`config.mk`:
```
export PLATFORM = sky130hd
export DESIGN_NAME = row_compositor
export DESIGN_NICKNAME = d
export VERILOG_FILES = /design/src/common/ppu_types_pkg.sv /design/src/common/ppu_bus_pkg.sv /design/src/ppu/row_compositor.sv
export VERILOG_INCLUDE_DIRS = /design/src /design/src/common
export SDC_FILE = /design/constraint.sdc
export NUM_CORES = 1
export LEC_CHECK = 0
export BUFFER_PORTS_ARGS = -buffer_cell sky130_fd_sc_hd__buf_2
export CAP_MARGIN = 25
export CELL_PAD_IN_SITES_DETAIL_PLACEMENT = 1
export CELL_PAD_IN_SITES_GLOBAL_PLACEMENT = 2
export CORE_MARGIN = 4
export CORE_UTILIZATION = 47
export DETAILED_ROUTE_END_ITERATION = 6
export PLACE_DENSITY_LB_ADDON = 0.3
export SYNTH_ARGS = -nofsm -noshare
export SYNTH_HDL_FRONTEND = slang
export SYNTH_SLANG_ARGS = --single-unit
export TNS_END_PERCENT = 50
```
`constraint.sdc`:
```
create_clock -name clk -period 2.7 [get_ports clk]
set_clock_uncertainty 0.1 [all_clocks]
set_input_delay 0.54 -clock clk [delete_from_list [all_inputs] [get_ports clk]]
set_output_delay 0.54 -clock clk [all_outputs]
set_load 0.01 [all_outputs]
```
`src/common/ppu_config.svh`:
```
`ifndef PPU_CONFIG_SVH
`define PPU_CONFIG_SVH

// ======================================================================
// Plane and row geometry
// ======================================================================
`define PPU_PLANE_ROWS    32    // Rows per layer plane
`define PPU_PLANE_COLS    64    // Pixels per plane row
`define PPU_ROW_PIXELS    32    // Visible pixels per rendered row

// ======================================================================
// VRAM word layout
// ======================================================================
`define PPU_PIX_BITS      4     // Colour index width
`define PPU_PIX_PER_WORD  16
`define PPU_WORD_BITS     (`PPU_PIX_BITS * `PPU_PIX_PER_WORD)
`define PPU_BYTE_EN_BITS  (`PPU_WORD_BITS / 8)

// Words per plane row and per plane
`define PPU_WORDS_PER_ROW (`PPU_PLANE_COLS / `PPU_PIX_PER_WORD)
`define PPU_PLANE_WORDS   (`PPU_PLANE_ROWS * `PPU_WORDS_PER_ROW)

// Plane select bit sits on top of the plane word address
`define PPU_VRAM_AW       ($clog2(`PPU_PLANE_WORDS) + 1)

`endif

```
`src/common/ppu_types_pkg.sv`:
```
`include "ppu_config.svh"

package ppu_types_pkg;

    // ==================================================================
    // Pixel values
    // ==================================================================
    typedef logic [`PPU_PIX_BITS-1:0] color_idx_t;  // 0 is transparent
    typedef logic [`PPU_PIX_BITS:0]   pixel_t;      // {fg flag, index}, 0 is backdrop

    // ==================================================================
    // Coordinates
    // ==================================================================
    typedef logic [$clog2(`PPU_PLANE_ROWS)-1:0] row_t;   // Plane or screen row
    typedef logic [$clog2(`PPU_PLANE_COLS)-1:0] col_t;   // Plane column
    typedef logic [$clog2(`PPU_ROW_PIXELS)-1:0] xpos_t;  // Screen column

    // ==================================================================
    // VRAM port fields
    // ==================================================================
    // Address: [7] plane, [6:2] row, [1:0] word in row
    typedef logic [`PPU_VRAM_AW-1:0]      vram_addr_t;
    typedef logic [`PPU_WORD_BITS-1:0]    vram_data_t;
    typedef logic [`PPU_BYTE_EN_BITS-1:0] vram_be_t;   // One bit per two pixels

endpackage : ppu_types_pkg

```
`src/common/ppu_bus_pkg.sv`:
```
package ppu_bus_pkg;

    import ppu_types_pkg::*;

    // ==================================================================
    // CPU write port
    // ==================================================================
    // No handshake here, the CPU watches cpu_wr_busy instead
    typedef struct packed {
        logic       we;
        vram_addr_t addr;
        vram_data_t data;   // Pixel p at bits 4p+3:4p
        vram_be_t   be;     // Byte k holds pixels 2k and 2k+1
    } vram_wr_t;

    // ==================================================================
    // Per-layer control
    // ==================================================================
    typedef struct packed {
        col_t scroll_x;     // Wraps mod 64
        row_t scroll_y;     // Wraps mod 32
        logic enable;
    } layer_ctrl_t;

    // ==================================================================
    // Renderer output stream
    // ==================================================================
    typedef struct packed {
        logic       valid;
        xpos_t      x;
        color_idx_t index;
    } layer_pix_t;

endpackage : ppu_bus_pkg

```
`src/ppu/row_compositor.sv`:
```
`timescale 1ns/1ps
`include "ppu_config.svh"

module row_compositor (
    input  logic                     clk,
    input  logic                     rst_n,

    // Display handshake
    input  logic                     row_req,
    input  ppu_types_pkg::row_t      next_row,
    output logic                     row_ack,

    // CPU side
    input  ppu_bus_pkg::layer_ctrl_t bg_ctrl,
    input  ppu_bus_pkg::layer_ctrl_t fg_ctrl,
    output logic                     cpu_wr_busy,

    // Renderer control and streams
    output logic                     render_start,
    output ppu_types_pkg::row_t      render_row,
    output ppu_bus_pkg::layer_ctrl_t bg_ctrl_q,
    output ppu_bus_pkg::layer_ctrl_t fg_ctrl_q,
    input  ppu_bus_pkg::layer_pix_t  bg_pix,
    input  ppu_bus_pkg::layer_pix_t  fg_pix,

    // Row buffer read port
    input  ppu_types_pkg::xpos_t     rowram_rdaddr,
    output ppu_types_pkg::pixel_t    rowram_rddata
);

    import ppu_types_pkg::*;
    import ppu_bus_pkg::*;

    typedef enum logic [1:0] {
        S_IDLE,
        S_RENDER,
        S_ACK_HOLD
    } state_t;

    localparam xpos_t LAST_X = xpos_t'(`PPU_ROW_PIXELS - 1);

    state_t state;
    logic   launch;       // Shadows loaded, start goes out next cycle
    logic   last_pix;
    pixel_t merged;
    pixel_t row_buf [`PPU_ROW_PIXELS];

    assign last_pix = bg_pix.valid && (bg_pix.x == LAST_X);

    // ==================================================================
    // Handshake FSM
    // ==================================================================
    always_ff @(posedge clk or negedge rst_n) begin
        if (!rst_n) begin
            state        <= S_IDLE;
            row_ack      <= 1'b0;
            cpu_wr_busy  <= 1'b0;
            launch       <= 1'b0;
            render_start <= 1'b0;
        end else begin
            launch       <= 1'b0;
            render_start <= launch;
            case (state)
                S_IDLE: begin
                    if (row_req) begin
                        state       <= S_RENDER;
                        cpu_wr_busy <= 1'b1;
                        launch      <= 1'b1;
                    end
                end
                S_RENDER: begin
                    if (last_pix)
                        state <= S_ACK_HOLD;   // Last column written now
                end
                S_ACK_HOLD: begin
                    if (!row_req) begin
                        state       <= S_IDLE;
                        row_ack     <= 1'b0;
                        cpu_wr_busy <= 1'b0;
                    end else begin
                        row_ack <= 1'b1;       // Held as long as display waits
                    end
                end
                default: state <= S_IDLE;
            endcase
        end
    end

    // Shadow copies, so mid-row CPU updates land on the next row
    always_ff @(posedge clk or negedge rst_n) begin
        if (!rst_n) begin
            render_row <= '0;
            bg_ctrl_q  <= '0;
            fg_ctrl_q  <= '0;
        end else if (state == S_IDLE && row_req) begin
            render_row <= next_row;
            bg_ctrl_q  <= bg_ctrl;
            fg_ctrl_q  <= fg_ctrl;
        end
    end

    // ==================================================================
    // Priority merge
    // ==================================================================
    always_comb begin
        if (fg_pix.index != '0)
            merged = {1'b1, fg_pix.index};
        else if (bg_pix.index != '0)
            merged = {1'b0, bg_pix.index};
        else
            merged = '0;                       // Backdrop
    end

    // ==================================================================
    // Row buffer
    // ==================================================================
    always_ff @(posedge clk) begin
        if (bg_pix.valid)
            row_buf[bg_pix.x] <= merged;
        rowram_rddata <= row_buf[rowram_rdaddr];
    end

    // Both renderers share one pipeline depth
    a_streams_aligned: assert property (@(posedge clk) disable iff (!rst_n)
        (bg_pix.valid == fg_pix.valid) && (!bg_pix.valid || bg_pix.x == fg_pix.x))
        else $error("Background and foreground streams out of step");

    a_ack_needs_req: assert property (@(posedge clk) disable iff (!rst_n)
        $rose(row_ack) |-> row_req)
        else $error("row_ack raised with no request pending");

endmodule : row_compositor

```
==> qor.csv, run 1 <==
metric,value,unit
status,completed,
clockRootBuffer,clkbuf_16,
htreeDepth,4,
synth-seq-cells,200,
syn_inst,363,
power,7195,uW
fin_crit,2.048,ns
numCtsBuffers,17,
grt_overflow,0,
cts_setup_buffers,0,
port_buffers,87,
switching_share,0.2421,
setup_violations,0,
ant_nets,0,
final.setup.tns,0,ns
synth_nets,420,
critical-path-max-stage-delay,0.57,ns
tightest_slew,0.7789,ns
grt_pass1_vias,4244,
vias,3754,
p_per_area,799.8,nW/um2
cts_sinks,200,
critPathKind,in2reg,
cp_common_cell,mux4_2,
gp_congestion,0.7316,
clockBufferDepth,2,
fin_hold_ws,0.08431,ns
grt_pass1_wl,24360,um
hpwl,10450,um
final_cell_mix,"edfxtp_1, buf_2, mux4_2",
finalHoldViolations,0,
crit_chain,buf_2 -> buf_12 -> mux4_2 -> mux4_2 -> mux2_2,
antenna-diode-count,0,
avgSynthCellArea,21.11,um2
grt_use_total,0.1808,
initial_utilization,0.4807,
cp-start-kind,input pin,
fp.dieH,135.7,um
crit_family,multiplexers,
maxCapViolCount,0,
worst_path_max_delay_cell,mux4_2,
setup_ws,0.6516,ns
via_per_inst,5.425,
postCtsHoldBufs,0,
slew_headroom,0.4807,
pre_cts_slack,0.1799,ns
grt_max_degree,41,
p_seq_frac,0.519,
clk_pin_slew,0.07,ns
required,2.93,ns
dieArea,18410,um2
fin_crit_sh,0.7587,
final_util,0.5643,
row_count,46,
rsz0062_at_grt,no,
yosysWarnings,0,
ios,94,
coreArea,15940,um2
n_fill_cell,1451,
wl,15440,um
critPathBufInv,2,
die_x,135.7,um
crit_path_end_kind,register,
cts-resized-gates,0,
p_leak,0.003225,uW
final_common_cell,edfxtp_1,
antenna_found_initial,0,
clock_power_share,0.347,
max_freq,488.2,MHz
power.switching,1742,uW
drc,0,
arrival,2.28,ns
yosys.cell_types.count,23,
drive_above_1_share,0.4013,
drt_pre_antenna_iters,4,
hp-class,in2async,
maxSlewViolCount,0,
fin_nets,520,
seq_area_frac_synth,0.7543,
clock_latency,0.43,ns
drtIter0Drc,249,
cts_tree,yes,
combPwrFrac,0.134,
ir_drop,0.4875,mV
syn_area,7664,um2
area_growth,17.39,%
crit_fanout,21,
wl_per_cell,22.32,um
p_int,5453,uW
## metal layers
metal,up-vias,GRT usage,routed length [um]
met5,-,0,0
met4,0,0.04199,149
met3,12,0.05238,810
met2,109,0.2871,7724
met1,1966,0.2519,6761
li1,1667,-,-
## worst register-to-register path, delay by kind of cell, from the launching register on
kind	cells	cell delay, ns
flip-flops	1	0.41
multiplexers	3	1.27
## power by group through the flow
stage	Combinational (uW)	Sequential [uW]	Clock, uW
2_1_floorplan	420	3910	0
3_3_place_gp	951	3780	0
3_5_place_dp	990	3800	0
4_1_cts	993	3740	2530
5_1_grt	1060	3770	2680
6_report	967	3730	2500
## through the flow
step                      instance area, um2  std cells
after floorplan                         7664        363
after global placement                  8417        660
after detailed placement                8417        660
after CTS                               8996        692
after global routing                    8996        692
final                                   8996        692
## cell usage after synthesis (all sizes together)
cell      n  area share
nand3b    5      0.0049
and2      1     0.00082
nand2     4      0.0020
or3       1     0.00082
dfxtp     5       0.013
nor2b     1     0.00082
inv       2     0.00098
a21o      4      0.0039
mux4     50        0.15
mux2     34       0.050
edfxtp  160        0.63
nor2     34       0.017
o21ai     3      0.0020
dfrtp    35        0.11
nor4      1     0.00082
o21bai    1     0.00098
o31ai     1     0.00098
clkbuf    6      0.0029
buf      10      0.0056
nand3     2      0.0013
or3b      3      0.0034
## final cells by class
cell class	instances	area (um2)	area share
Inverter	2	7.507	0.0008345
Clock buffer	18	429.2	0.04771
Sequential cell	200	5781	0.6426
Tap cell	216	270.3	0.03004
Clock inverter	14	150.1	0.01669
Timing Repair Buffer	97	548.0	0.06092
Multi-Input combinational cell	145	1810	0.2013
## logic make-up (layout without fill, tap and decap cells)
| logic type | after synthesis | after routing | synth area share |
|---|---|---|---|
| flops | 200 | 200 | 0.7543 |
| mux | 84 | 84 | 0.1969 |
| simple gates | 52 | 52 | 0.03151 |
| buf+inv | 18 | 131 | 0.009469 |
| compound gates | 9 | 9 | 0.007837 |
## sequential cells by signal, summed over array words and instances, names as in the netlist
| name | cells |
|---|---|
| launch | 1 |
| render_row | 5 |
| row_ack | 1 |
| rowram_rddata | 5 |
| state | 2 |
| fg_ctrl_q | 12 |
| render_start | 1 |
| row_buf | 160 |
| cpu_wr_busy | 1 |
| bg_ctrl_q | 12 |
## worst paths after layout
path	start	end	slack, ns	cells past startpoint
setup / recovery	rowram_rdaddr[1]	rowram_rddata[0]	0.65	5
hold / removal	rst_n	bg_ctrl_q[0]	0.08	1
setup reg to reg	row_buf[20][4]	rowram_rddata[4]	0.81	3
hold reg to reg	launch	render_start	0.26	0
max in group asynchronous	rst_n	fg_ctrl_q[6]	1.91	1
min in group clk	bg_ctrl[6]	bg_ctrl_q[6]	0.22	2
No activity file was read; power rests on OpenSTA's default activity.
==> run 2, diff against run 1 <==
--- a/config.mk
+++ b/config.mk
@@ -11,7 +11,7 @@
 export CELL_PAD_IN_SITES_DETAIL_PLACEMENT = 1
 export CELL_PAD_IN_SITES_GLOBAL_PLACEMENT = 2
 export CORE_MARGIN = 4
-export CORE_UTILIZATION = 47
+export CORE_UTILIZATION = 44
 export DETAILED_ROUTE_END_ITERATION = 6
 export PLACE_DENSITY_LB_ADDON = 0.3
 export SYNTH_ARGS = -nofsm -noshare
==> constraint.sdc (replaced) <==
create_clock -name clk -period 2 [get_ports clk]
set_clock_uncertainty 0.1 [all_clocks]
set_input_delay 0.4 -clock clk [delete_from_list [all_inputs] [get_ports clk]]
set_output_delay 0.4 -clock clk [all_outputs]
set_load 0.01 [all_outputs]
==> run 2 against run 1 <==
Compared with the run above:
- combinational power up 40%
- critical endpoint is now rowram_rddata[3]
- via count increased by 3.5%
- non-clock buffer count increased by 36
- final area grew 4.2%
- sequential power up 35%
- clock power up 36%
- die area is 6.4% higher
- flip-flop and latch count is the same
- critical path depth unchanged
- wire length rose by 2.5%
- utilization fell by 0.71 points
- worst setup slack worse by 0.58 ns
==> qor.csv, run 2 (same netlist as run 1, synthesis figures left out) <==
metric,value,unit,change
status,completed,,
pre_cts_slack,-0.3572,ns,-0.5370 ns
numCtsBuffers,17,,unchanged
crit_chain,buf_2 -> buf_12 -> mux4_2 -> mux4_2 -> mux2_2,,
fin_hold_ws,0.08730,ns,+0.002991 ns
grt_overflow,0,,unchanged
required,2.21,ns,-0.72 ns
grt_max_degree,36,,-12%
row_count,47,,+2.2%
fp.dieH,140.0,um,+3.2%
antenna-diode-count,0,,unchanged
port_buffers,87,,unchanged
crit_fanout,16,,-24%
fin_crit_sh,0.9622,,
largest_reg_flops,160,,unchanged
drc,0,,unchanged
top_regs,"row_buf: 160 flops, bg_ctrl_q: 12 flops, fg_ctrl_q: 12 flops",,
fin_crit,1.924,ns,
p_per_area,1044,nW/um2,+30%
clockRootBuffer,clkbuf_16,,
final_util,0.5572,,-0.007067
via_per_inst,5.306,,-2.2%
multi_input_area,1810,um2,unchanged
setup_violations,0,,unchanged
wl_per_cell,21.64,um,-3.1%
ant_nets,0,,unchanged
cts_tree,yes,,
p_leak,0.003464,uW,+7.4%
hold_path_depth,2,,
final_common_cell,edfxtp_1,,
tightest_slew,0.7750,ns,-0.003914 ns
slew_headroom,0.4834,,+0.002610
area_growth,22.29,%,
wl,15840,um,+2.5%
cts-resized-gates,0,,unchanged
grt_pass1_wl,25120,um,+3.1%
initial_utilization,0.4557,,-0.02503
rr_worst_depth,3,,unchanged
final_cell_mix,"edfxtp_1, buf_2, mux4_2",,
clk_pin_slew,0.07,ns,about the same
grt_pass1_vias,4317,,+1.7%
dieArea,19590,um2,+6.4%
die_x,140.0,um,+3.2%
maxCapViolCount,0,,unchanged
top_register,row_buf,,
fin_nets,556,,+6.9%
hp-class,in2reg,,
crit_path_end_kind,register,,
seqCellArea,5781,um2,unchanged
vias,3884,,+3.5%
maxSlewViolCount,0,,unchanged
ir_drop,0.7571,mV,+55%
drtIter0Drc,249,,unchanged
finalHoldViolations,0,,unchanged
cp-start-kind,input pin,,
clockBufferDepth,2,,unchanged
worst_path_max_delay_cell,mux4_2,,
grt_use_total,0.1711,,-0.009635
coreArea,16820,um2,+5.5%
critPathKind,in2reg,,
gp_congestion,0.7380,,+0.87%
htreeDepth,4,,unchanged
antenna_found_initial,0,,unchanged
drt_pre_antenna_iters,4,,unchanged
cts_sinks,200,,unchanged
final.setup.tns,0,ns,unchanged
power,9780,uW,+36%
hpwl,11020,um,+5.5%
n_fill_cell,1565,,+7.9%
max_freq,519.7,MHz,
ios,94,,unchanged
rsz0062_at_grt,no,,
critical-path-max-stage-delay,0.54,ns,-0.03 ns
arrival,2.14,ns,-0.14 ns
clock_latency,0.43,ns,about the same
cp_common_cell,mux4_2,,
drive_above_1_share,0.4453,,+0.04405
setup_ws,0.07566,ns,-0.5759 ns
run 2: report_power, final:
part | switching [uW] | internal, uW
Clock | 1520 | 1870
Sequential | 171 | 4870
Combinational | 673 | 676
run 2: routing by layer:
layer,part of all wire,vias to the layer above,track usage
met4,0.011,0,0.04742
met2,0.50,108,0.2786
li1,-,1738,-
met3,0.060,12,0.05487
met1,0.43,2026,0.2247
met5,0,-,0
run 2: path summary, 6_finish.rpt:
check	startpoint	end	slack [ns]
setup / recovery	rowram_rdaddr[1]	rowram_rddata[3]	0.08
hold / removal	next_row[4]	render_row[4]	0.09
setup reg to reg	row_buf[24][3]	rowram_rddata[3]	0.10
hold reg to reg	launch	render_start	0.26
max in group asynchronous	rst_n	fg_ctrl_q[4]	0.81
min in group asynchronous	rst_n	bg_ctrl_q[7]	0.50
run 2: stage by stage:
stage	cell area, um2	std cells
detailed placement	8772	699
floorplan	7745	363
global route	9371	732
finish	9371	732
global placement	8772	699
CTS	9371	732
run 2: layout make-up:
class / instances / area share
Clock inverter: 15 / 0.01749
Timing Repair Buffer: 133 / 0.09693
Inverter: 2 / 0.0008011
Sequential cell: 200 / 0.6168
Multi-Input combinational cell: 145 / 0.1932
Tap cell: 220 / 0.02937
Clock buffer: 17 / 0.04539
run 2: timing repair:
action                    in CTS  in global routing
hold endpoints to repair      35                  0
hold buffers                   1                  0
setup buffers                  0                  0
run 2: critical path: cells and delay by family:
kind	cells	cell delay (ns)
mux	3	1.35
buf+inv	2	0.39
==> run 3, diff against run 2 <==
--- a/config.mk
+++ b/config.mk
@@ -10,10 +10,11 @@
 export CAP_MARGIN = 25
 export CELL_PAD_IN_SITES_DETAIL_PLACEMENT = 1
 export CELL_PAD_IN_SITES_GLOBAL_PLACEMENT = 2
-export CORE_MARGIN = 4
+export CORE_MARGIN = 1.5
 export CORE_UTILIZATION = 44
 export DETAILED_ROUTE_END_ITERATION = 6
 export PLACE_DENSITY_LB_ADDON = 0.3
+export SETUP_SLACK_MARGIN = 0.4
 export SYNTH_ARGS = -nofsm -noshare
 export SYNTH_HDL_FRONTEND = slang
 export SYNTH_SLANG_ARGS = --single-unit
==> run 3 against run 2 <==
Compared with the run above:
- via count rose by 1.4%
- die area fell by 7.0%
- largest power group unchanged
- utilization fell by 0.42 points
- clock-buffer cell count rose by 8
- flip-flop and latch count did not move
- worst setup slack improved by 0.0073 ns
- register-to-register slack got worse by 0.02 ns
==> qor.csv, run 3 (same netlist as run 1, synthesis figures left out) <==
metric,value,unit,change
htreeDepth,4,,unchanged
place_inst,706,,+1.0%
cp-start-kind,register,,
top_regs,"row_buf: 160 flops, bg_ctrl_q: 12 flops, fg_ctrl_q: 12 flops",,
pre_cts_slack,-0.4175,ns,-0.06033 ns
fin_nets,561,,+0.90%
wl,16310,um,+3.0%
cp_common_cell,mux4_2,,
cts_tree,yes,,
initial_utilization,0.4462,,-0.009493
grt_max_degree,36,,unchanged
p_per_area,1036,nW/um2,-0.78%
grt_pass1_vias,4339,,+0.51%
dpl_cell_area,8780,um2,about the same
antenna-diode-count,0,,unchanged
fin_crit,1.917,ns,-0.007341 ns
required,2.22,ns,about the same
finalHoldViolations,0,,unchanged
final_common_cell,edfxtp_1,,
p_leak,0.003536,uW,+2.1%
drt_pre_antenna_iters,4,,unchanged
largest_reg_flops,160,,unchanged
ant_nets,0,,unchanged
fin_crit_sh,0.9585,,-0.003671
crit_path_end_kind,register,,
cts_sinks,200,,unchanged
port_buffers,87,,unchanged
hp-class,in2reg,,
setup_violations,0,,unchanged
final_cell_mix,"edfxtp_1, buf_2, mux4_2",,
rsz0062_at_grt,yes,,
gp_congestion,0.7020,,-4.9%
grt_overflow,0,,unchanged
grt_pass1_wl,25380,um,+1.0%
status,completed,,
clockBufferDepth,2,,unchanged
wl_per_cell,21.98,um,+1.6%
drc,0,,unchanged
coreArea,17180,um2,+2.1%
layout.cells.non_filler,742,,+1.4%
critical-path-max-stage-delay,0.53,ns,about the same
power,9837,uW,+0.58%
tightest_slew,0.7915,ns,+0.01658 ns
dieArea,18220,um2,-7.0%
hpwl,10950,um,-0.64%
seqCellArea,5781,um2,unchanged
via_per_inst,5.309,,about the same
worst_path_max_delay_cell,mux4_2,,
fin_hold_ws,0.08429,ns,-0.003010 ns
clock_latency,0.43,ns,about the same
crit_fanout,1,,-15
vias,3939,,+1.4%
area_growth,23.95,%,
clk_pin_slew,0.07,ns,about the same
antenna_found_initial,0,,unchanged
fp.dieH,135.0,um,-3.6%
setup_ws,0.08300,ns,+0.007341 ns
maxSlewViolCount,0,,unchanged
max_freq,521.6,MHz,+0.38%
ios,94,,unchanged
clockRootBuffer,clkbuf_16,,
crit_chain,mux4_2 -> mux4_2 -> mux2_2,,
top_register,row_buf,,
numCtsBuffers,17,,unchanged
arrival,2.14,ns,about the same
maxCapViolCount,0,,unchanged
die_x,135.0,um,-3.6%
fin_area,9499,um2,+1.4%
drive_above_1_share,0.4642,,+0.01890
n_fill_cell,1593,,+1.8%
drtIter0Drc,263,,+5.6%
critPathKind,reg2reg,,
slew_headroom,0.4723,,-0.01105
ir_drop,0.6284,mV,-17%
row_count,48,,+2.1%
multi_input_area,1842,um2,+1.7%
grt_use_total,0.1939,,+0.02279
## run 3: critical path, delay by kind of cell, from the launching register on
family | cells | cell delay, ns
DFF | 1 | 0.39
muxes | 3 | 1.33
## run 3: report_power, final
group	internal, uW	total [uW]	switching (uW)
Sequential	4870	5050	175
Combinational	705	1380	680
Clock	1950	3400	1450
## run 3: metal layers
layer  GRT usage  part of all wire
met3     0.04655             0.045
met1      0.2581              0.43
met4     0.06272             0.012
met2      0.3182              0.51
met5           0                 0
## run 3: path summary, 6_finish.rpt
check                      cells after the start           start               end  slack (ns)
hold reg to reg                                0          launch      render_start        0.27
max in group asynchronous                      2           rst_n      fg_ctrl_q[6]        0.80
setup reg to reg                               3  row_buf[17][0]  rowram_rddata[0]        0.08
hold / removal                                 2     next_row[2]     render_row[2]        0.08
min in group asynchronous                      2           rst_n      bg_ctrl_q[8]        0.50
setup / recovery                               3  row_buf[17][0]  rowram_rddata[0]        0.08
## run 3: what timing repair did
item,4_1_cts,5_1_grt
endpoints found under the setup margin,23,32
gates resized for setup,11,3
hold buffers,1,0
endpoints found under the hold margin,35,0
buffers inserted,1,0
cloned,2,0
## run 3: area by class of cell
| type | instances | area share |
|---|---|---|
| inverters | 2 | 0.0007903 |
| multi-input cells | 145 | 0.1939 |
| repair buffers | 138 | 0.1034 |
| flip-flops and latches | 200 | 0.6085 |
| clock buffers | 25 | 0.05861 |
| well taps | 225 | 0.02964 |
| clock inverters | 7 | 0.005137 |
## run 3: through the flow
stage / TNS (ns) / util
2_1_floorplan: -0.3892 / -
3_3_place_gp: -1.698 / 0.5111
3_5_place_dp: -1.821 / 0.5111
4_1_cts: 0 / 0.5524
5_1_grt: 0 / 0.5530
6_report: 0 / 0.5530
